File: config.mk
export PLATFORM = sky130hd
export DESIGN_NAME = tag_access
export DESIGN_NICKNAME = d
export VERILOG_FILES = /design/src/cache_mem_pkg.sv /design/src/tag_access.sv
export SDC_FILE = /design/constraint.sdc
export NUM_CORES = 1
export LEC_CHECK = 0
export ABC_AREA = 1
export BUFFER_PORTS_ARGS = -buffer_cell sky130_fd_sc_hd__buf_2
export CORE_MARGIN = 2
export CORE_UTILIZATION = 30
export CTS_CLUSTER_SIZE = 30
export DETAILED_ROUTE_END_ITERATION = 10
export PLACE_DENSITY = 0.56
export SYNTH_ARGS = -nofsm -noshare
export SYNTH_HDL_FRONTEND = slang
export SYNTH_SLANG_ARGS = --single-unit
File: constraint.sdc
create_clock -name clk -period 2.2 [get_ports clk]
set_clock_uncertainty 0.1 [all_clocks]
set_input_delay 0.44 -clock clk [delete_from_list [all_inputs] [get_ports clk]]
set_output_delay 0.44 -clock clk [all_outputs]
set_load 0.1 [all_outputs]
File: src/cache_mem_pkg.sv
package cache_mem_pkg;

    ////////////////////
    // Line geometry.

    localparam int LINE_BYTES       = 16;
    localparam int LINE_BITS        = LINE_BYTES * 8;
    localparam int LINE_OFFSET_BITS = $clog2(LINE_BYTES);
    localparam int LINE_ADDR_BITS   = 32 - LINE_OFFSET_BITS;

    typedef enum logic {
        MEM_READ  = 1'b0,
        MEM_WRITE = 1'b1
    } mem_op_e;

    // Byte enables cover the whole line.
    typedef struct packed {
        mem_op_e                   op;
        logic [LINE_ADDR_BITS-1:0] line_addr;
        logic [LINE_BYTES-1:0]     byteen;
        logic [LINE_BITS-1:0]      data;
    } mem_req_t;

    typedef struct packed {
        logic [LINE_BITS-1:0] data;
    } mem_rsp_t;

endpackage

File: src/tag_access.sv
`timescale 1ns/1ps

module tag_access #(
    parameter int   LINES_PER_BANK = 64,
    localparam int  INDEX_BITS     = $clog2(LINES_PER_BANK),
    localparam int  TAG_BITS       = cache_mem_pkg::LINE_ADDR_BITS - INDEX_BITS
) (
    input  logic                  clk,
    input  logic                  arst_n,
    input  logic [INDEX_BITS-1:0] line_index,
    input  logic [TAG_BITS-1:0]   tag_in,
    input  logic                  lookup_en,
    input  logic                  tag_fill,
    output logic                  hit
);

    logic [TAG_BITS-1:0]       tag_mem [LINES_PER_BANK];
    logic [LINES_PER_BANK-1:0] valid;
    logic [TAG_BITS-1:0]       tag_q;
    logic                      valid_q;

    ////////////////////
    // Storage.

    always_ff @(posedge clk or negedge arst_n) begin
        if (!arst_n) begin
            valid <= '0;
        end else if (tag_fill) begin
            valid[line_index] <= 1'b1;
        end
    end

    always_ff @(posedge clk) begin
        if (tag_fill) begin
            tag_mem[line_index] <= tag_in;
        end
    end

    ////////////////////
    // Lookup.

    always_ff @(posedge clk or negedge arst_n) begin
        if (!arst_n) begin
            valid_q <= 1'b0;
        end else if (lookup_en) begin
            valid_q <= valid[line_index];
        end
    end

    always_ff @(posedge clk) begin
        if (lookup_en) begin
            tag_q <= tag_mem[line_index];
        end
    end

    // tag_in comes from the held request, so it lines up with tag_q.
    assign hit = valid_q && (tag_q == tag_in);

endmodule

==> summary.md <==
| Metric | Value |
|---|---|
| Crit Path Max Fanout | 1 |
| M3 GR Usage | 3.43% |
| Vias/cell | 4.93 |
| Initial Utilization | 30.2% |
| Die Y | between 400 and 500 µm |
| DRC | 0 |
| Most frequent cell after synthesis | nand2_1 |
| Met2 Use GR | 30.1% |
| Finished Layout Cells | 8224 |
| Setup violations, final | 1 |
| Min cycle time layout | around 3.1 ns |
| Vias in the first global route | 39100 |
| GRT Total Usage | 19.1% |
| Max Slew Vio Count | 0 |
| Clock Latency Late Sink | 0.82 ns |
| Proportion of layout cells with a drive suffix above 1 | 16.2% |
| Cell Area, Synth | 59800 µm² |
| GP Congestion | 0.918 |
| WP data required | 1.66 ns |
| Port Buffers | 32 |
| Status | finished, violations left |
| Core area | between 150000 and 200000 µm² |
| Max Cap Viol | 0 |
| H-tree depth | 4 |
| Placed Area | 68600 µm² |
| Global route total overflow | 0 |
| First-pass DRT Iterations | 6 |
| DR vias | 40500 |
| Post-route cell area | 73600 µm² |
| Leak pwr | 26.5 nW |
| Main synth FF type | edfxtp_1 |
| CTS Buf Count | around 160 |
| Final hold vios | 0 |
| Mean Syn Cell Area | 11.9 µm² |
| Area leader, netlist | edfxtp_1 |
| Crit path DAT | 2.54 ns |
| Rel. slew slack | a little under a third |
| Synth Instances | 5019 |
| # rows | roughly 160 |
| Bufs on Longest Clock Path | 3 |
| Hold Path Class | in2reg |
| Yosys warns | 0 |
| CP Class | reg2out |
| Synth unique cells | 30 |
| Initial antenna violation count | 8 |
| Failing checks | negative setup slack |
| Post-route setup slack | -0.875 ns |
| Sequential area share after synthesis | approximately 75% |
| Avg WL per Cell | approximately 24 µm |
| Placed Cells | 7934 |
| F_max | about 330 MHz |
| GR Layer Usage met1 | between 20% and 30% |
| Top cell type's share of synthesized area | between 70 and 80% |
| DRT Wirelength | 197 mm |
| Setup crit end kind | output port |
| Die span in x | approximately 450 µm |
| Pin count of the biggest net entering global routing | 65 |
| IO Pins | 33 |
| Total power draw | approximately 62 mW |
| Clock Sinks | 1495 |
| Syn Nets | between 5000 and 6000 |
| Area Growth Syn to Fin | 23.2% |
| Starting DRT DRC Count | between 4000 and 5000 |
| #FFs+latches synth | roughly 1500 |
| CTS tree | yes |
| Nets | 5486 |
| Critical Path Start Type | register |
| Die area | 203000 µm² |
| Detailed Place HPWL | 127 mm |
| Post-synth EDFFs | 1430 |
| Peak VDD IR | 0.000696 V |
| Final ANT Viol Nets | 0 |
| Root buf cell | clkbuf_16 |
| Ys async rst share | 4.35% |
| Top cells by area, synth | edfxtp_1 72%, nand2_1 12%, a21oi_1 4.3% |
| Clk pin slew, worst setup/hold paths | 0.06 ns |
| Power per Cell Area | 838 nW/µm² |
| Synth top cells by count | 1958 x nand2_1, 1430 x edfxtp_1, 508 x a21oi_1, 133 x buf_2, 133 x nor2_1 |
| RSZ-0062 raised after global routing | yes |
| Tcrit/Tclk final | 140% |
| Slew @ Worst Pin | 1.02 ns |
| Most used routing layer | met2 |
| Global-route wire length before repair | 282 mm |
| Worst slack at placement | -0.953 ns |
stage by stage:
stage / util, % / setup TNS [ns] / hold WS (ns)
2_1_floorplan: - / -151.42 / 0.0444
3_3_place_gp: 34.7 / -254.63 / 0.339
3_5_place_dp: 34.7 / -280.35 / 0.345
4_1_cts: 37.3 / -0.894 / 0.0237
5_1_grt: 37.3 / -0.884 / 0.0470
6_report: 37.3 / -0.875 / 0.0618
cells in the final DEF (no fill, tap or decap), drive strengths merged, types with 8 or more instances in the layout:
master | netlist | final
o21ai | 241 | 241
o21a | 29 | 29
clkbuf | 123 | 204
o211ai | 8 | 8
edfxtp | 1430 | 1430
bufinv | 0 | 11
a22oi | 21 | 21
buf | 155 | 552
dfrtp | 65 | 65
inv | 96 | 100
a21oi | 508 | 508
nor2 | 136 | 136
nand3 | 29 | 29
or2 | 107 | 107
nand4 | 69 | 69
nand3b | 18 | 18
clkinv | 0 | 58
nand2 | 1958 | 1958
clkinvlp | 0 | 9
nor3 | 10 | 10
path summary, 6_finish.rpt:
path | start | end | slack (ns) | cells after the start
worst max-delay path | tag_q[20] | hit | -0.88 | 7
worst min-delay path | tag_in[11] | tag_mem[38][11] | 0.06 | 2
min in group asynchronous | arst_n | valid[62] | 0.15 | 2
worst min register to register | valid[11] | valid[11] | 0.36 | 2
worst max register to register | tag_mem[47][6] | tag_q[6] | 0.04 | 9
max in group asynchronous | arst_n | valid[48] | 1.22 | 3
report_power, final:
part           switching (mW)  internal (mW)
clock network            11.2           14.8
logic                    2.90           1.29
registers              0.0923           31.4
registers in the layout, indices dropped and copies added (netlist names):
register	cells
tag_mem	1408
valid	64
tag_q	22
valid_q	1
timing repair:
action / CTS / global route
buffers inserted: 0 / 0
gates resized for setup: 7 / 2
cloned: 0 / 0
endpoints found under the setup margin: 2 / 2
endpoints found under the hold margin: 18 / 0
hold buffers: 3 / 0
pin swaps: 2 / 3
area by class of cell:
| type | count | area [µm²] |
|---|---|---|
| Inverter | 96 | 378 |
| Antenna cell | 2 | 5.00 |
| Timing Repair Buffer | 555 | 6200 |
| Clock inverter | 82 | 801 |
| Sequential cell | 1495 | 44600 |
| Clock buffer | 204 | 4190 |
| Fill cell | 18900 | 124000 |
| Tap cell | 2640 | 3300 |
| Multi-Input combinational cell | 3150 | 14200 |
logic make-up (layout without fill, tap and decap cells):
family	count (synthesis)	count (layout)	share of synthesized area [%]
AO/OA/AOI/OAI	814	814	7.08
XOR/XNOR	7	7	0.103
buffers and inverters	374	937	2.65
flip-flops	1495	1495	74.6
other	0	2	0
AND/OR/NAND/NOR	2329	2329	15.6
per-layer routing:
layer	vias to the layer above	part of all wire, %
met3	317	7.8
met4	0	4.6
met2	1693	46
li1	18300	-
met5	-	0
met1	20200	41
critical path: stages, from the launching register on:
cell and delay [ns]:
edfxtp_1 0.49, xnor2_2 0.27, nand2_1 0.12, nor2_1 0.13, nand4_1 0.17, nor2_2 0.21
buf_12 0.15, buf_12 0.17
(Power assumes the default switching activity.)
