===== src/cache_core_pkg.sv =====
package cache_core_pkg;

    ////////////////////
    // Core word geometry.

    localparam int WORD_BYTES = 4;
    localparam int WORD_BITS  = WORD_BYTES * 8;

    ////////////////////
    // Core opcodes.

    typedef enum logic {
        OP_READ  = 1'b0,
        OP_WRITE = 1'b1
    } core_op_e;

    ////////////////////
    // Core request and response.

    typedef struct packed {
        core_op_e              op;
        logic [31:0]           addr;   // Byte address.
        logic [WORD_BYTES-1:0] byteen; // Write lanes, ignored on reads.
        logic [WORD_BITS-1:0]  data;
    } core_req_t;

    typedef struct packed {
        logic [WORD_BITS-1:0] data;
    } core_rsp_t;

endpackage


===== src/cache_mem_pkg.sv =====
package cache_mem_pkg;

    ////////////////////
    // Line geometry.

    localparam int LINE_BYTES       = 16;
    localparam int LINE_BITS        = LINE_BYTES * 8;
    localparam int LINE_OFFSET_BITS = $clog2(LINE_BYTES);
    localparam int LINE_ADDR_BITS   = 32 - LINE_OFFSET_BITS;

    typedef enum logic {
        MEM_READ  = 1'b0,
        MEM_WRITE = 1'b1
    } mem_op_e;

    // Byte enables cover the whole line.
    typedef struct packed {
        mem_op_e                   op;
        logic [LINE_ADDR_BITS-1:0] line_addr;
        logic [LINE_BYTES-1:0]     byteen;
        logic [LINE_BITS-1:0]      data;
    } mem_req_t;

    typedef struct packed {
        logic [LINE_BITS-1:0] data;
    } mem_rsp_t;

endpackage


===== src/word_lane.sv =====
`timescale 1ns/1ps

module word_lane #(
    localparam int LINE_BYTES = cache_mem_pkg::LINE_BYTES,
    localparam int LINE_BITS  = cache_mem_pkg::LINE_BITS,
    localparam int WORD_BYTES = cache_core_pkg::WORD_BYTES,
    localparam int WORD_BITS  = cache_core_pkg::WORD_BITS
) (
    input  logic                      clk,
    input  logic                      arst_n,
    input  cache_core_pkg::core_req_t req_q,
    input  logic [LINE_BITS-1:0]      store_line,
    input  logic [LINE_BITS-1:0]      fill_line,
    input  logic                      rsp_load,
    input  logic                      rsp_from_fill,
    output logic [LINE_BITS-1:0]      line_wdata,
    output logic [LINE_BYTES-1:0]     line_byteen,
    output cache_core_pkg::core_rsp_t core_rsp
);

    localparam int LANES     = LINE_BYTES / WORD_BYTES;
    localparam int LANE_BITS = $clog2(LANES);
    localparam int WORD_OFF  = $clog2(WORD_BYTES);

    logic [LANE_BITS-1:0]  lane;
    logic [LINE_BYTES-1:0] word_byteen;
    logic [WORD_BITS-1:0]  rsp_word;

    assign lane = req_q.addr[WORD_OFF +: LANE_BITS]; // Address bits 3:2.

    ////////////////////
    // Write path.

    // The word is copied into every lane; byteen picks the live one.
    assign line_wdata  = rsp_from_fill ? fill_line : {LANES{req_q.data}};
    assign word_byteen = {{(LINE_BYTES - WORD_BYTES){1'b0}}, req_q.byteen};
    assign line_byteen = word_byteen << (lane * WORD_BYTES);

    ////////////////////
    // Response path.

    assign rsp_word = rsp_from_fill ? fill_line[lane*WORD_BITS +: WORD_BITS]
                                    : store_line[lane*WORD_BITS +: WORD_BITS];

    always_ff @(posedge clk or negedge arst_n) begin
        if (!arst_n) begin
            core_rsp <= '0;
        end else if (rsp_load) begin
            core_rsp.data <= rsp_word;
        end
    end

endmodule


===== config.mk =====
export PLATFORM = sky130hd
export DESIGN_NAME = word_lane
export DESIGN_NICKNAME = d
export VERILOG_FILES = /design/src/cache_core_pkg.sv /design/src/cache_mem_pkg.sv /design/src/word_lane.sv
export SDC_FILE = /design/constraint.sdc
export NUM_CORES = 1
export LEC_CHECK = 0
export ABC_CLOCK_PERIOD_IN_PS = 2080
export BUFFER_PORTS_ARGS = -buffer_cell sky130_fd_sc_hd__buf_2
export CORE_AREA = 2 2 197 199
export DETAILED_ROUTE_END_ITERATION = 10
export DIE_AREA = 0 0 199 201
export GPL_TIMING_DRIVEN = 0
export HOLD_SLACK_MARGIN = 0.02
export PLACE_DENSITY = 0.33
export SYNTH_ARGS = -nofsm -noshare
export SYNTH_HDL_FRONTEND = slang
export SYNTH_SLANG_ARGS = --single-unit

===== constraint.sdc =====
create_clock -name clk -period 2.08 [get_ports clk]
set_input_delay 0.104 -clock clk [delete_from_list [all_inputs] [get_ports clk]]
set_output_delay 0.104 -clock clk [all_outputs]
set_load 0.01 [all_outputs]

==> flow_summary.yaml <==
timing:
  fmax_ghz: 0.5135
  tns_ns: 0
  period_share: 0.9362
  finalHoldViolations: 0
  worst_pin_slew_ns: 0.9539
  min_period_ns: 1.947
  final-setup-viol-count: 0
  fin_worst_skew_ns: 0
  drv_slew: 0
  max-slew-margin-rel: 0.3641
  rsz0062_at_grt: "no"
floorplan:
  start_util: 0.1248
  fp.dieH_um: 201
  die_area_um2: 40000
  ios: 505
  std_cell_rows: 72
  coreArea_um2: 38110
  die_width_um: 199
worst_setup_path:
  r2r_end: "core_rsp[16]"
  worstSetupEndpointType: "output port"
  crit_type: "input port to output port"
  rr_startpoint: "core_rsp[16]"
  cp_slowest_cell: "clkbuf_1"
  arrival_ns: 1.84
  worstPathRequired_ns: 1.98
  crit_top_cell: "buf_2"
  ff2ff_path_depth: 2
  max_stage_delay_ns: 0.73
  rrSetupSlack_ns: 1.20
  startpoint_type: "input port"
  critical_path.top_delay_family: "buffers and inverters"
  crit_buf_inv: 4
  crit_chain: "buf_2, buf_2, clkbuf_1, nand2b_1, nand2_1, buf_2"
  crit_fanout: 10
logic_synthesis:
  syn_avg_cell_area_um2: 6.913
  ys_warn_count: 0
  synthesis.instances: 688
  yosysUniqueCellTypes: 17
  syn-num-nets: 1017
  synth-seq-cells: 32
  netlist_area_um2: 4756
  ys_seq_area_frac: 0.1684
min_path:
  holdCritStartpoint: "store_line[91]"
  worstHoldPathType: "input port to flop"
  hold_end: "core_rsp[27]"
  hold_path_depth: 4
detailed_routing:
  vias: 6873
  viasPerCell: 4.077
  drtAntennaViolNets: 0
  drtIter0Drc: 261
  firstDrtPassIters: 4
  drt_wl_total_mm: 35.04
  routedWlPerCell_um: 20.78
  drc: 0
clock_tree:
  worstSkewPairLatency_ns: 0.29
  post_cts_buffers: 0
  cts_buffers: 5
  cts_max_level: 2
  ctsResizeCount: 0
  clock_sinks: 32
  cts-root-buf: "clkbuf_16"
  cts_tree: "done"
  clock_path_buffers: 2
  cts.clk_slew.worst_paths_ns: 0.06
  ctsHoldBuffers: 1
global_route:
  grt_overflow: 0
  grt_pass1_wl_mm: 48.26
  antenna_found_initial: 4
  grt_max_degree: 33
  grt.total_usage: 0.1682
  first_global_vias: 7158
finish:
  final_cells: 1686
  drive_above_1_share: 0.4495
  area_delta_synth_final_pct: 66.48
  largest_reg_flops: 32
  design_area_um2: 7918
  fin_nets: 1496
  final_common_cell: "buf_2"
  reg_top3: "core_rsp (32)"
  layout_common_cells: "504 x buf_2, 288 x nand2_1, 128 x mux2i_1"
  diodes: 0
  regMostFlops: "core_rsp"
power_and_ir_drop:
  ir_worst_vdd_mv: 0.2459
  p_leak_uw: 0.004771
  design_power_total_uw: 3330
  pwr_density_cell_nw_per_um2: 420.6
placement:
  dpl_cell_area_um2: 7761
  gp_congestion: 0.7839
  port-buffer-count: 471
  dp_cells: 1677
  dp_hpwl_mm: 28.32
run:
  drv_cap: 0
status:
  status: "complete, no violations"
[worst max-delay path by stage]
stage / from / to / slack, ns / depth (start not counted)
floorplan: req_q[38] / core_rsp[10] / 0.97 / 6
global placement: rsp_from_fill / line_wdata[94] / 0.06 / 6
detailed placement: rsp_from_fill / line_wdata[86] / 0.07 / 6
CTS: rsp_from_fill / line_wdata[86] / 0.08 / 6
global route: rsp_from_fill / line_wdata[86] / 0.03 / 6
finish: rsp_from_fill / line_wdata[94] / 0.13 / 6
[cell usage after synthesis (all sizes together)]
| cell | instances | area (µm²) |
|---|---|---|
| a22oi | 32 | 240.2 |
| nand3 | 32 | 160.2 |
| dfrtp | 32 | 800.8 |
| and2 | 12 | 75.07 |
| nor2b | 36 | 225.2 |
| a41o | 32 | 320.3 |
| buf | 50 | 307.8 |
| clkbuf | 8 | 31.28 |
| and3 | 4 | 25.02 |
| nand2 | 288 | 1081 |
| nor2 | 2 | 7.510 |
| nand2b | 32 | 200.2 |
| mux2i | 128 | 1281 |
[per-layer routing]
layer,wire length [µm],up-vias,global-route usage
li1,-,3312,-
met1,14920,3242,0.2017
met2,17740,286,0.3111
met3,1872,27,0.03041
met4,461,6,0.03065
met5,50,-,0
[layout make-up]
type	count	area, µm²
plain buffers	58	339.1
clock buffers	8	146.4
fillers	4445	30190
multi-input cells	598	3616
flip-flops and latches	32	800.8
well taps	518	648.1
repair buffers	472	2367
[kinds of logic after synthesis]
family | Yosys count | synth area share
multiplexers | 128 | 0.2694
flip-flops | 32 | 0.1684
AND/OR/NAND/NOR | 406 | 0.3731
AO/OA/AOI/OAI | 64 | 0.1179
buffers and inverters | 58 | 0.07130
[through the flow]
stage          setup WS [ns]    util  hold slack (ns)
6_report              0.1327  0.2078           0.1863
5_1_grt              0.03460  0.2078           0.2049
4_1_cts              0.07683  0.2078           0.1782
3_5_place_dp         0.06994  0.2037           0.3139
3_3_place_gp         0.05721  0.2037           0.3132
2_1_floorplan         0.9700       -          -0.1916
[tightest hold or removal path, stage by stage]
cell	delay (ns)
buf_2	0.07
mux2i_1	0.05
nand2_1	0.06
a41o_1	0.15
[power by group]
group / leakage [µW] / internal, µW / switching [µW]
logic: 0.00432 / 760 / 1010
clock network: 0.0000712 / 480 / 338
registers: 0.000381 / 705 / 42.2
No activity file was read; power rests on OpenSTA's default activity.
