===== src/cache_core_pkg.sv =====
package cache_core_pkg;

    ////////////////////
    // Core word geometry.

    localparam int WORD_BYTES = 4;
    localparam int WORD_BITS  = WORD_BYTES * 8;

    ////////////////////
    // Core opcodes.

    typedef enum logic {
        OP_READ  = 1'b0,
        OP_WRITE = 1'b1
    } core_op_e;

    ////////////////////
    // Core request and response.

    typedef struct packed {
        core_op_e              op;
        logic [31:0]           addr;   // Byte address.
        logic [WORD_BYTES-1:0] byteen; // Write lanes, ignored on reads.
        logic [WORD_BITS-1:0]  data;
    } core_req_t;

    typedef struct packed {
        logic [WORD_BITS-1:0] data;
    } core_rsp_t;

endpackage


===== src/cache_mem_pkg.sv =====
package cache_mem_pkg;

    ////////////////////
    // Line geometry.

    localparam int LINE_BYTES       = 16;
    localparam int LINE_BITS        = LINE_BYTES * 8;
    localparam int LINE_OFFSET_BITS = $clog2(LINE_BYTES);
    localparam int LINE_ADDR_BITS   = 32 - LINE_OFFSET_BITS;

    typedef enum logic {
        MEM_READ  = 1'b0,
        MEM_WRITE = 1'b1
    } mem_op_e;

    // Byte enables cover the whole line.
    typedef struct packed {
        mem_op_e                   op;
        logic [LINE_ADDR_BITS-1:0] line_addr;
        logic [LINE_BYTES-1:0]     byteen;
        logic [LINE_BITS-1:0]      data;
    } mem_req_t;

    typedef struct packed {
        logic [LINE_BITS-1:0] data;
    } mem_rsp_t;

endpackage


===== src/bank_ctrl.sv =====
`timescale 1ns/1ps

module bank_ctrl #(
    parameter int  LINES_PER_BANK = 64,
    localparam int INDEX_BITS     = $clog2(LINES_PER_BANK)
) (
    input  logic                      clk,
    input  logic                      arst_n,
    input  logic                      core_req_valid,
    input  cache_core_pkg::core_req_t core_req,
    input  logic                      hit,
    input  logic                      mem_rsp_valid,
    output logic                      busy,
    output cache_core_pkg::core_req_t req_q,
    output logic [INDEX_BITS-1:0]     line_index,
    output logic                      lookup_en,
    output logic                      tag_fill,
    output logic                      data_we,
    output logic                      data_fill,
    output logic                      mem_issue,
    output cache_mem_pkg::mem_op_e    mem_op,
    output logic                      rsp_load,
    output logic                      rsp_from_fill,
    output logic                      core_rsp_valid
);

    localparam int OFF = cache_mem_pkg::LINE_OFFSET_BITS;

    typedef enum logic [1:0] {
        IDLE,
        LOOKUP,
        MEM_WAIT,
        RESPOND
    } state_e;

    state_e state;
    state_e state_next;
    logic   accept;
    logic   is_read;

    assign busy           = (state == LOOKUP) || (state == MEM_WAIT);
    assign core_rsp_valid = state == RESPOND;
    assign accept         = core_req_valid && !busy; // Also taken during RESPOND.
    assign is_read        = req_q.op == cache_core_pkg::OP_READ;

    // Stores are read at the accept edge with the incoming address.
    assign line_index = busy ? req_q.addr[OFF +: INDEX_BITS] : core_req.addr[OFF +: INDEX_BITS];
    assign lookup_en  = accept;

    always_ff @(posedge clk) begin
        if (accept) begin
            req_q <= core_req;
        end
    end

    always_ff @(posedge clk or negedge arst_n) begin
        if (!arst_n) begin
            state <= IDLE;
        end else begin
            state <= state_next;
        end
    end

    ////////////////////
    // Sequencing.

    always_comb begin
        state_next    = state;
        tag_fill      = 1'b0;
        data_we       = 1'b0;
        data_fill     = 1'b0;
        mem_issue     = 1'b0;
        mem_op        = cache_mem_pkg::MEM_READ;
        rsp_load      = 1'b0;
        rsp_from_fill = 1'b0;
        case (state)
            IDLE, RESPOND: begin
                state_next = accept ? LOOKUP : IDLE;
            end
            LOOKUP: begin
                if (is_read && hit) begin
                    rsp_load   = 1'b1; // Word from the data store.
                    state_next = RESPOND;
                end else begin
                    // Read miss fetches the line and every write goes through.
                    mem_issue  = 1'b1;
                    mem_op     = is_read ? cache_mem_pkg::MEM_READ : cache_mem_pkg::MEM_WRITE;
                    data_we    = !is_read && hit; // No allocate on a write miss.
                    state_next = MEM_WAIT;
                end
            end
            MEM_WAIT: begin
                if (mem_rsp_valid) begin
                    state_next = RESPOND;
                    if (is_read) begin
                        tag_fill      = 1'b1;
                        data_we       = 1'b1;
                        data_fill     = 1'b1;
                        rsp_load      = 1'b1;
                        rsp_from_fill = 1'b1;
                    end
                end
            end
            default: begin
                state_next = IDLE;
            end
        endcase
    end

endmodule


===== config.mk =====
export PLATFORM = sky130hd
export DESIGN_NAME = bank_ctrl
export DESIGN_NICKNAME = d
export VERILOG_FILES = /design/src/cache_core_pkg.sv /design/src/cache_mem_pkg.sv /design/src/bank_ctrl.sv
export SDC_FILE = /design/constraint.sdc
export NUM_CORES = 1
export LEC_CHECK = 0
export ABC_AREA = 1
export BUFFER_PORTS_ARGS = -buffer_cell sky130_fd_sc_hd__clkbuf_2
export CAP_MARGIN = 20
export CORE_MARGIN = 5
export CORE_UTILIZATION = 44
export CTS_BUF_LIST = sky130_fd_sc_hd__clkbuf_8 sky130_fd_sc_hd__clkbuf_16
export CTS_CLUSTER_SIZE = 25
export DETAILED_ROUTE_END_ITERATION = 10
export PLACE_DENSITY = 0.84
export SLEW_MARGIN = 20
export SYNTH_ARGS = -nofsm -noshare
export SYNTH_HDL_FRONTEND = slang
export SYNTH_SLANG_ARGS = --single-unit

===== constraint.sdc =====
create_clock -name clk -period 6 [get_ports clk]
set_input_delay 0.9 -clock clk [delete_from_list [all_inputs] [get_ports clk]]
set_output_delay 0.9 -clock clk [all_outputs]
set_load 0.005 [all_outputs]

==> flow_summary.ini <==
[setup_path]
path_delay_family = adder cells
crit_type = flip-flop to output port
worst_ep_required_time_ns = 5.10
crit_fanout = 11
start_kind = flip-flop
arrival_ns = 1.73
crit_path_top_delay_cell = ha_1
crit_chain = inv_1, ha_1, inv_2, nand2_1, nand2_1, clkbuf_2
end_kind = output port
cp.buffers_inverters = 3
path_common_cell = nand2_1
cpPeakStageDelay_ns = 0.53

[logic_synthesis]
synthXorXnorAreaFrac = 0
ys_seq_area_frac = 0.887
synthMuxAreaShare = 0
yosys.area_share.adder = 0.0209
synth_nets = 202
ys_warn_count = 0
synth_cell_types = 13
synth_cells = 124
synth-simple-area-share = 0.0492
synth-seq-cells = 71
synth_compound_area_frac = 0.0146
syn_area_per_cell_um2 = 19.3
synth_area_mm2 = 0.00239
synth_top_family_by_area = simple AND/OR/NAND/NOR gates

[power]
p_int_w = 0.00108
p_per_area_mw_per_mm2 = 466
p_sw_frac = 0.322
power_frac_comb = 0.301
seqPwrFrac = 0.496
power_frac_clock = 0.203
leakage_nw = 1.61
peakVddDrop_mv = 0.484
p_sw_w = 0.000514

[clock_tree]
insertion_delay_ns = 0.34
cts_setup_buffers = 0
cts.sinks = 71
tritoncts = done
numCtsBuffers = 9
cts_hold_buf = 0
cts_htree_levels = 3
clk_pin_slew_ns = 0.07
cts_buffer_depth = 2
cts_root_buf = clkbuf_8
cts_resized = 0

[routing]
ant_nets = 0
wl_per_cell_um = 14.9
dr.pass1.iters = 4
viasPerCell = 4.46
drcViolationCount = 0
route.final.wire_length_um = 5450
num_vias = 1631
drtIter0Drc = 56

[timing]
clock_skew_ns = 0.00923
finalCritPeriodShare = 0.439
finalSetupViolCount = 0
max_slew.worst_pin.slew_ns = 0.829
drv_slew = 0
finalHoldViolCount = 0
relSlewSlack = 0.447
grt_setup_unrepaired = false
clock.fmax_mhz = 380
setup_tns_ns = 0
holdWs_ns = 0.341
period_needed_ns = 2.63

[final_layout]
drive_above_1_share = 0.608
syn_to_final_growth_pct = 43.1
nets = 369
n_antenna_cell = 0
n_fill_cell = 404

[floorplan]
core_area_mm2 = 0.00520
dieWidth_um = 83.7
fp-row-count = 26
io_pins = 159
initial_core_util = 0.460
die_y_um = 83.7
fp.dieArea_mm2 = 0.00701

[worst_hold_path]
holdCritPathClass = input pin to asynchronous set/reset pin

[global_route]
grt_pass1_wl_um = 8610
grt_max_degree = 71
grt_usage = 0.164
grt_pass1_vias = 1724
grt.overflow.total = 0
antenna_found_initial = 0

[placed_design]
portBuffers = 158
place_hpwl_um = 4360
routabilityCongestion = 0.848

[outcome]
run_status = complete, no violations

[run]
maxCapViolCount = 0
-- power by group through the flow --
stage	logic [W]	clock network, W	registers, W
2_1_floorplan	0.000209	0	0.000827
4_1_cts	0.000493	0.000336	0.000794
3_3_place_gp	0.000476	0	0.000796
6_report	0.000481	0.000324	0.000792
3_5_place_dp	0.000492	0	0.000805
5_1_grt	0.000535	0.000365	0.000808
-- metal layers --
metal	vias to the layer above	part of all wire	track usage
met5	-	0	0
met3	12	0.13	0.0879
met2	102	0.52	0.287
met4	0	0.023	0.0789
li1	779	-	-
met1	738	0.33	0.155
-- cell families after synthesis --
kind of cell	after synthesis
flip-flops	71
buffers and inverters	14
adder cells (fa/ha/maj)	4
AND/OR/NAND/NOR	30
AO/OA/AOI/OAI	5
-- worst paths after layout --
check                           startpoint            end  slack (ns)  depth (start not counted)
max in group asynchronous           arst_n       state[0]        5.56                          1
worst min-delay path                arst_n       state[1]        0.34                          1
worst min register to register    state[1]       state[1]        0.62                          2
worst max register to register    state[0]      req_q[17]        3.72                          5
worst max-delay path              state[0]  line_index[4]        3.37                          6
min in group clk                  state[1]       state[1]        0.62                          2
-- sequential cells by signal, summed over array words and instances, names as in the netlist --
| register | flops |
|---|---|
| state | 2 |
| req_q | 69 |
-- cell usage in the layout (no fill, tap or decap), types with 2 or more instances in the layout --
cell	Yosys	layout
clkinv_2	0	3
nand2_1	26	26
dfrtp_1	2	2
clkbuf_8	0	9
clkbuf_2	0	158
inv_2	2	3
edfxtp_1	69	69
a21oi_1	2	2
ha_1	4	4
clkinv_4	0	2
inv_1	9	8
nand3_1	4	4
-- synth_stat cells, drive strengths merged --
| master | instances | share of area |
|---|---|---|
| o21ai | 1 | 0.0037 |
| a21boi | 1 | 0.0031 |
| nand3 | 4 | 0.0084 |
| edfxtp | 69 | 0.87 |
| a21oi | 3 | 0.0078 |
| buf | 3 | 0.011 |
| ha | 4 | 0.021 |
| dfrtp | 2 | 0.021 |
| inv | 11 | 0.017 |
| nand2 | 26 | 0.041 |
-- through the flow --
step / setup WS (ns) / std cells / total power (W) / instance area (um^2) / util
floorplan: 2.78 / 124 / 0.00104 / 2390 / -
global placement: 3.72 / 350 / 0.00127 / 3250 / 0.625
detailed placement: 3.66 / 350 / 0.00130 / 3250 / 0.625
CTS: 3.35 / 366 / 0.00162 / 3420 / 0.658
global route: 3.18 / 366 / 0.00171 / 3420 / 0.658
finish: 3.37 / 366 / 0.00160 / 3420 / 0.658
-- area by class of cell --
cell class	instances	area (um^2)	share of cell area
clock buffer	9	124	0.0362
clock inverter	7	48.8	0.0142
inverter	11	41.3	0.0121
multi-input combinational	39	203	0.0592
sequential	71	2120	0.620
tap	70	87.6	0.0256
timing repair buffer	159	798	0.233
Note: power is estimated with default switching activity, not from simulation.
