### src/cache_mem_pkg.sv
package cache_mem_pkg;

    ////////////////////
    // Line geometry.

    localparam int LINE_BYTES       = 16;
    localparam int LINE_BITS        = LINE_BYTES * 8;
    localparam int LINE_OFFSET_BITS = $clog2(LINE_BYTES);
    localparam int LINE_ADDR_BITS   = 32 - LINE_OFFSET_BITS;

    typedef enum logic {
        MEM_READ  = 1'b0,
        MEM_WRITE = 1'b1
    } mem_op_e;

    // Byte enables cover the whole line.
    typedef struct packed {
        mem_op_e                   op;
        logic [LINE_ADDR_BITS-1:0] line_addr;
        logic [LINE_BYTES-1:0]     byteen;
        logic [LINE_BITS-1:0]      data;
    } mem_req_t;

    typedef struct packed {
        logic [LINE_BITS-1:0] data;
    } mem_rsp_t;

endpackage

### src/mem_port.sv
`timescale 1ns/1ps

module mem_port #(
    localparam int LINE_BYTES     = cache_mem_pkg::LINE_BYTES,
    localparam int LINE_BITS      = cache_mem_pkg::LINE_BITS,
    localparam int LINE_ADDR_BITS = cache_mem_pkg::LINE_ADDR_BITS
) (
    input  logic                        clk,
    input  logic                        arst_n,
    input  logic                        mem_issue,
    input  cache_mem_pkg::mem_op_e      mem_op,
    input  logic [LINE_ADDR_BITS-1:0]   line_addr,
    input  logic [LINE_BYTES-1:0]       line_byteen,
    input  logic [LINE_BITS-1:0]        line_wdata,
    output logic                        mem_req_valid,
    output cache_mem_pkg::mem_req_t     mem_req
);

    logic is_write;

    assign is_write = mem_op == cache_mem_pkg::MEM_WRITE;

    // One-cycle strobe per issue.
    always_ff @(posedge clk or negedge arst_n) begin
        if (!arst_n) begin
            mem_req_valid <= 1'b0;
        end else begin
            mem_req_valid <= mem_issue;
        end
    end

    ////////////////////
    // Request payload.

    always_ff @(posedge clk) begin
        if (mem_issue) begin
            mem_req.op        <= mem_op;
            mem_req.line_addr <= line_addr;
            if (is_write) begin
                mem_req.byteen <= line_byteen;
                mem_req.data   <= line_wdata;
            end else begin
                mem_req.byteen <= '1; // Whole line read.
                mem_req.data   <= '0;
            end
        end
    end

endmodule

### config.mk
export PLATFORM = sky130hd
export DESIGN_NAME = mem_port
export DESIGN_NICKNAME = d
export VERILOG_FILES = /design/src/cache_mem_pkg.sv /design/src/mem_port.sv
export SDC_FILE = /design/constraint.sdc
export NUM_CORES = 1
export LEC_CHECK = 0
export BUFFER_PORTS_ARGS = -buffer_cell sky130_fd_sc_hd__buf_2
export CAP_MARGIN = 10
export CORE_AREA = 4 4 135 137
export DETAILED_ROUTE_END_ITERATION = 16
export DIE_AREA = 0 0 139 141
export PLACE_DENSITY_LB_ADDON = 0.15
export RECOVER_POWER = 100
export SLEW_MARGIN = 20
export SYNTH_ARGS = -nofsm -noshare
export SYNTH_HDL_FRONTEND = slang
export SYNTH_SLANG_ARGS = --single-unit
export TNS_END_PERCENT = 5
### constraint.sdc
create_clock -name clk -period 0.83 [get_ports clk]
set_input_delay 0.2075 -clock clk [delete_from_list [all_inputs] [get_ports clk]]
set_output_delay 0.2075 -clock clk [all_outputs]
set_load 0.01 [all_outputs]
==> flow_metrics.tcl, run 1 <==
set metrics [dict create \
    run_status "finished, violations left" \
    violations_in_the_final_reports "negative setup slack" \
    timing.critical_path.arrival_ps 1000 \
    leakagePower_uw 0.00387 \
    port_buffer_count 349 \
    core.rowCount 48 \
    post-place-cells 902 \
    grt_start_max_net_pins 59 \
    synth_top_cells_by_count "edfxtp_1 (173), and2_1 (128), nand2b_1 (16)" \
    place_ws_ps -149 \
    holdWs_ps 45.9 \
    worstHoldPathType "input port to flip-flop" \
    worst_margin_slew_ps 526 \
    first_pass_grt_wire_length_um 24700 \
    postSynthCellCount 333 \
    yosysTopAreaCell "edfxtp_1" \
    critical_path_class "flip-flop to primary output" \
    whs_endpoint "mem_req[132]" \
    boundaryPins 350 \
    drt_iter0_drc 142 \
    period_needed_ps 1200 \
    vias 4141 \
    max_frequency_mhz 831 \
    gpl.final_weighted_congestion 0.829 \
    critPathTopFamily "flip-flops" \
    final.setup.worst_slack_ps -373 \
    dieWidth_um 139 \
    postCtsSetupBuffers 0 \
    detail_route.wirelength_um 16500 \
    timing_max_transition_violations_final 0 \
    ir_drop_mv 1.36 \
    overall_global_routing_resource_usage 0.166 \
    synth.yosys.seq_area_share 0.837 \
    die_height_um 141 \
    clock-root-buffer "clkbuf_16" \
    cts_buffer_depth 2 \
    cts_inserted_buffers 17 \
    ys_warn_count 0 \
    critPathBufInv 1 \
    avg_inst_size_synth_um2 18.7 \
    maxCapViolCount 0 \
    slew_headroom 0.649 \
    setup-violations-final 212 \
    crit_path_end_kind "primary output" \
    hold_path_startpoint "line_byteen[4]" \
    drt_pass1_iterations 5 \
    floorplan.die_area_mm2 0.0196 \
    p_per_area_mw_per_mm2 2270 \
    clkSlewWorstSetupHoldPaths_ps 70 \
    post_detailed_route_count_of_antenna_violating_nets 0 \
    design.final.nets 901 \
    synth_top_area_share 0.833 \
    start_util 0.365 \
    timing.critical_path.cells "buf_6" \
    remaining_drc_errors 0 \
    synth_most_common_cell "edfxtp_1" \
    yosys_register_bits 174 \
    drive_above_1_share 0.522 \
    final-instance-count-excl-fill 965 \
    finalPower_uw 20800 \
    detailedPlacementHpwl_um 12500 \
    route.detailed.wl_per_inst_um 17.1 \
    critPathLaunchType "flip-flop" \
    tritoncts "done" \
    nFillCells 1464 \
    final-hold-violation-count 0 \
    route.detailed.vias_per_inst 4.29 \
    area_delta_synth_final_pct 46.8 \
    cts_h_tree_lvls 4 \
    cts_sinks 174 \
    asyncSetResetFlopFracSynth 0.00575 \
    critical-path-slowest-cell "edfxtp_1" \
    postSynth.topFlopCell "edfxtp_1" \
    edff_count_synth 173 \
    via_count_of_the_first_global_routing_pass 4467 \
    hold-path-cell-count 2 \
    crit_required_ps 620 \
    antenna_violations_before_repair 3 \
    cp.depth 1 \
    mappedNetlistNets 509 \
    min_period_over_period 1.45 \
    final_core_utilization 0.537 \
    synth_cell_type_count 8 \
    fp.coreArea_mm2 0.0171 \
    grt_overflow 0 \
    rsz0062_at_grt "true" \
    ys_top_cells_by_area "edfxtp_1 (83%), and2_1 (13%), nand2b_1 (1.6%)" \
    synth.cell_area_mm2 0.00623 \
    path_max_fanout 1 \
    critical_path.max_stage_delay_ps 430 \
]
[worst max path at each step]
| stage | from | end | slack [ps] |
|---|---|---|---|
| 2_1_floorplan | mem_op | mem_req[100] | 10 |
| 6_report | mem_req[35] | mem_req[35] | -370 |
| 4_1_cts | mem_req[35] | mem_req[35] | -420 |
| 5_1_grt | mem_req[35] | mem_req[35] | -430 |
| 3_3_place_gp | mem_op | mem_req[126] | -140 |
| 3_5_place_dp | mem_op | mem_req[77] | -150 |
[routing by layer]
layer / global-route usage / wire length, um / up-vias
li1: - / - / 1963
met1: 0.181 / 5870 / 1907
met2: 0.282 / 8280 / 243
met3: 0.0753 / 1930 / 26
met4: 0.0736 / 371 / 2
met5: 0 / 13 / -
[cell families after synthesis]
group,Yosys count,share of synthesized area
flip-flops,174,0.837
AND/OR/NAND/NOR,144,0.145
buffers and inverters,15,0.0181
[cell type report]
class | count | area [um^2] | share of cell area
clock buffers | 17 | 425 | 0.0465
diodes | 2 | 5.00 | 0.000547
multi-input cells | 144 | 901 | 0.0984
repair buffers | 388 | 2150 | 0.235
well taps | 225 | 282 | 0.0308
flip-flops and latches | 174 | 5220 | 0.570
clock inverters | 15 | 169 | 0.0185
[state kept, by name (all words and copies together), names as in the netlist]
signal / count
mem_req_valid: 1
mem_req: 173
[timing repair]
action	in CTS	in global routing
hold buffers	29	0
setup endpoints to repair	174	174
gates resized for setup	0	3
endpoints found under the hold margin	29	0
[layout by cell type, fill, tap and decap left out, types with 4 or more instances in the layout]
master | netlist | layout
buf_6 | 6 | 5
clkbuf_1 | 2 | 4
clkbuf_16 | 0 | 17
clkinv_2 | 0 | 4
and2_0 | 0 | 41
edfxtp_1 | 173 | 173
dlygate4sd3_1 | 0 | 29
nand2b_1 | 16 | 16
buf_2 | 6 | 342
and2_1 | 128 | 87
[where the power goes]
group	total [uW]	switching (uW)	internal [uW]
clock	8010	3280	4730
sequential	10600	166	10400
combinational	2150	1130	1020
[through the flow]
| step | instance area [um^2] | setup TNS (ps) |
|---|---|---|
| 2_1_floorplan | 6230 | 0 |
| 3_3_place_gp | 8300 | -32800 |
| 3_5_place_dp | 8300 | -35720 |
| 4_1_cts | 9180 | -57750 |
| 5_1_grt | 9150 | -73680 |
| 6_report | 9150 | -61340 |
(Power assumes the default switching activity.)
==> run 2: changes to the inputs <==
SKIP_CTS_REPAIR_TIMING = 1   (was default)
==> run 2 against run 1 <==
The flow still finishes with violations (negative setup slack). Sequential power about the same. Power about the same. Sequential share of layout area unchanged. Clock power about the same. Sequential cell count unchanged. Cell count unchanged. Via count decreased by 0.51%. Fmax increased by 0.11%. Highest routed layer unchanged.
==> flow_metrics.tcl, run 2 (synthesis results as in run 1) <==
set metrics [dict create \
    place_ws_ps -149 \
    overall_global_routing_resource_usage 0.163 \
    use_met3 0.0750 \
    grt_overflow 0 \
    timing_max_transition_violations_final 0 \
    final-hold-violation-count 0 \
    start_util 0.365 \
    p_clk_frac 0.386 \
    busiest_layer "met2" \
    max_flop_register "mem_req" \
    layout_common_cells "buf_2 (343), edfxtp_1 (173), and2_1 (87)" \
    worst_margin_slew_ps 524 \
    detail_route.wirelength_um 16500 \
    violations_in_the_final_reports "negative setup slack" \
    timing.critical_path.arrival_ps 990 \
    path_max_fanout 1 \
    reg.largest.list "mem_req (173), mem_req_valid (1)" \
    crit_path_end_kind "primary output" \
    critical_path.max_stage_delay_ps 430 \
    leakagePower_uw 0.00387 \
    cts_inserted_buffers 17 \
    clkSlewWorstSetupHoldPaths_ps 70 \
    detailedPlacementHpwl_um 12500 \
    cts_h_tree_lvls 4 \
    via_count_of_the_first_global_routing_pass 4284 \
    antenna_violations_before_repair 3 \
    vias 4120 \
    tritoncts "done" \
    p_seq_frac 0.511 \
    net_switching_uw 4560 \
    critical-path-slowest-cell "edfxtp_1" \
    rsz0062_at_grt "true" \
    cts_sinks 174 \
    first_pass_grt_wire_length_um 24200 \
    design.final.nets 901 \
    final_common_cell "buf_2" \
    p_per_area_mw_per_mm2 2270 \
    min_period_over_period 1.45 \
    period_needed_ps 1200 \
    holdWs_ps 47.2 \
    critPathBufInv 1 \
    core.rowCount 48 \
    remaining_drc_errors 0 \
    dieWidth_um 139 \
    clock-root-buffer "clkbuf_16" \
    gpl.final_weighted_congestion 0.829 \
    relative_contribution_of_combinational_cells_to_total_power 0.104 \
    setup-violations-final 212 \
    floorplan.die_area_mm2 0.0196 \
    area_delta_synth_final_pct 46.8 \
    max_frequency_mhz 832 \
    grt_start_max_net_pins 59 \
    ir_drop_mv 1.36 \
    final.setup.worst_slack_ps -371 \
    maxCapViolCount 0 \
    met2_usage 0.274 \
    drt_iter0_drc 153 \
    slew_headroom 0.651 \
    timing.critical_path.cells "buf_6" \
    critPathTopFamily "flip-flops" \
    port_buffer_count 349 \
    boundaryPins 350 \
    crit_required_ps 620 \
    critical_path_class "flip-flop to primary output" \
    die_height_um 141 \
    route.detailed.wl_per_inst_um 17.1 \
    run_status "finished, violations left" \
    route.detailed.vias_per_inst 4.27 \
    cts_buffer_depth 2 \
    nFillCells 1467 \
    post_detailed_route_count_of_antenna_violating_nets 0 \
    drive_above_1_share 0.522 \
    power.switching_fraction 0.220 \
    drt_pass1_iterations 5 \
    largest_register_ffs 173 \
    internal_power_uw 16200 \
    worstHoldPathType "input port to flip-flop" \
    critPathLaunchType "flip-flop" \
    fp.coreArea_mm2 0.0171 \
    grt_util_met1 0.179 \
]
run 2: changes by cell type in the layout (fill, tap and decap cells not counted), sizes merged:
| cell | change |
|---|---|
| clkbuf | -1 |
| buf | +1 |
run 2: layout make-up:
type / instances / area, um^2 / area share
flip-flops and latches: 174 / 5220 / 0.570
repair buffers: 388 / 2150 / 0.235
multi-input cells: 144 / 901 / 0.0984
clock buffers: 17 / 425 / 0.0465
well taps: 225 / 282 / 0.0308
clock inverters: 15 / 169 / 0.0185
diodes: 2 / 5.00 / 0.000547
run 2: path summary, 6_finish.rpt:
kind,startpoint,end,depth (start not counted)
max in group asynchronous,arst_n,mem_req_valid,2
min in group asynchronous,arst_n,mem_req_valid,2
worst min-delay path,line_byteen[4],mem_req[132],2
worst max-delay path,mem_req[35],mem_req[35],1
run 2: power groups by stage:
stage               Sequential [uW]  Combinational [uW]  Clock [uW]
finish                        10600                2150        8000
global route                  10700                2340        8650
CTS                           10600                2110        8220
detailed placement            10800                2110           0
global placement              10800                2090           0
floorplan                     11200                 320           0
run 2: routing by layer:
layer  share of wire  vias to the layer above  wire [um]
met1            0.36                     1897       5900
met2            0.51                      237       8330
met5         0.00079                        -         13
met4           0.019                        2        314
met3            0.12                       22       1920
li1                -                     1962          -
run 2: stage by stage:
stage	instance area [um^2]	util	total power, uW	std cells	setup TNS [ps]
2_1_floorplan	6230	-	11500	333	0
3_3_place_gp	8300	0.486	12900	902	-32800
3_5_place_dp	8300	0.486	12900	902	-35720
4_1_cts	8890	0.521	20900	934	-57750
5_1_grt	9150	0.537	21600	965	-73690
6_report	9150	0.537	20700	965	-61120
==> run 3: changes to the inputs <==
CORE_AREA = 4 4 136 138   (was 4 4 135 137)
DIE_AREA = 0 0 140 142   (was 0 0 139 141)
clock period = 1.3 ns   (was 0.83 ns; I/O delays follow)
==> run 3 against run 2 <==
The run still ends with negative setup slack left. Power shrank 35%. First-iteration DRC count grew 34%. Global-route usage fell by 0.21 points. Critical path type unchanged. Largest cell class unchanged.
==> flow_metrics.tcl, run 3 (synthesis results as in run 1) <==
set metrics [dict create \
    run_status "finished, violations left" \
    violations_in_the_final_reports "negative setup slack" \
    timing.critical_path.cells "buf_2" \
    ir_drop_mv 0.825 \
    overall_global_routing_resource_usage 0.161 \
    critical-path-slowest-cell "edfxtp_1" \
    setup-violations-final 1 \
    via_count_of_the_first_global_routing_pass 4290 \
    cts_inserted_buffers 17 \
    crit_required_ps 980 \
    final.setup.worst_slack_ps -8.54 \
    max_frequency_mhz 764 \
    grt_overflow 0 \
    dpl-instance-area_mm2 0.00831 \
    floorplan.die_area_mm2 0.0199 \
    maxCapViolCount 0 \
    period_needed_ps 1310 \
    drt_pass1_iterations 4 \
    critPathBufInv 1 \
    post-place-cells 902 \
    reg.largest.list "mem_req (173), mem_req_valid (1)" \
    route.detailed.wl_per_inst_um 17.0 \
    hold-path-cell-count 1 \
    nFillCells 1544 \
    detail_route.wirelength_um 15900 \
    area_delta_synth_final_pct 42.7 \
    start_util 0.363 \
    cts_buffer_depth 2 \
    timing.critical_path.arrival_ps 980 \
    critical_path_class "flip-flop to primary output" \
    core.rowCount 48 \
    timing_max_transition_violations_final 0 \
    min_period_over_period 1.01 \
    max_flop_register "mem_req" \
    worstHoldPathType "input port to flip-flop" \
    p_per_area_mw_per_mm2 1520 \
    final_common_cell "buf_2" \
    first_pass_grt_wire_length_um 24100 \
    rsz0062_at_grt "true" \
    layout_common_cells "buf_2 (308), edfxtp_1 (173), and2_1 (78)" \
    remaining_drc_errors 0 \
    die_height_um 142 \
    critPathTopFamily "flip-flops" \
    worst_margin_slew_ps 653 \
    cp.depth 1 \
    post_detailed_route_count_of_antenna_violating_nets 0 \
    critical_path.max_stage_delay_ps 410 \
    final-hold-violation-count 0 \
    antenna_violations_before_repair 1 \
    route.detailed.vias_per_inst 4.28 \
    drive_above_1_share 0.542 \
    drt_iter0_drc 205 \
    crit_path_end_kind "primary output" \
    cts_h_tree_lvls 4 \
    detailedPlacementHpwl_um 12200 \
    tritoncts "done" \
    slew_headroom 0.564 \
    critPathLaunchType "flip-flop" \
    leakagePower_uw 0.00377 \
    gpl.final_weighted_congestion 0.845 \
    holdWs_ps 77.2 \
    vias 4007 \
    cts_sinks 174 \
    final_design_area_no_fill_mm2 0.00890 \
    final_core_utilization 0.518 \
    grt_start_max_net_pins 58 \
    largest_register_ffs 173 \
    design.final.nets 873 \
    clkSlewWorstSetupHoldPaths_ps 70 \
    path_max_fanout 1 \
    port_buffer_count 349 \
    final-instance-count-excl-fill 936 \
    clock-root-buffer "clkbuf_16" \
    boundaryPins 350 \
    dieWidth_um 140 \
    fp.coreArea_mm2 0.0172 \
]
[run 3: cell types whose count changed in the layout (fill, tap and decap cells not counted), sizes merged]
cell,delta
buf,-38
clkbuf,+38
dlygate4sd3,-28
inv,+1
diode,-1
bufinv,+1
clkinvlp,-2
[run 3: path summary, 6_finish.rpt]
kind	endpoint	slack [ps]	start
hold / removal	mem_req[156]	80	line_addr[12]
max in group asynchronous	mem_req_valid	950	arst_n
min in group asynchronous	mem_req_valid	240	arst_n
setup / recovery	mem_req[49]	-9	mem_req[49]
[run 3: metrics by stage]
| stage | power (uW) | setup slack, ps | setup TNS [ps] |
|---|---|---|---|
| 4_1_cts | 13700 | -50.6 | -138 |
| 3_5_place_dp | 8230 | 133 | 0 |
| 5_1_grt | 14100 | -66.0 | -1250 |
| 6_report | 13500 | -8.54 | -8.54 |
| 3_3_place_gp | 8210 | 142 | 0 |
| 2_1_floorplan | 7350 | 365 | 0 |
[run 3: power by group]
group | total (uW) | leakage, uW | internal, uW | switching, uW
registers | 6760 | 0.00169 | 6660 | 104
clock network | 5430 | 0.000308 | 3250 | 2180
logic | 1290 | 0.00177 | 587 | 701
total | 13500 | 0.00377 | 10500 | 2980
[run 3: final cells by class]
type,count,area [um^2],area share
timing repair buffer,360,1860,0.209
clock buffer,17,425,0.0478
antenna,1,2.50,0.000281
tap,225,282,0.0316
sequential,174,5220,0.587
multi-input combinational,144,901,0.101
clock inverter,15,209,0.0235
[run 3: per-layer routing]
layer	wire [um]	global-route usage	up-vias
li1	-	-	1910
met1	5540	0.175	1832
met2	7990	0.270	236
met3	2000	0.0790	29
met4	411	0.0688	0
met5	0	0	-
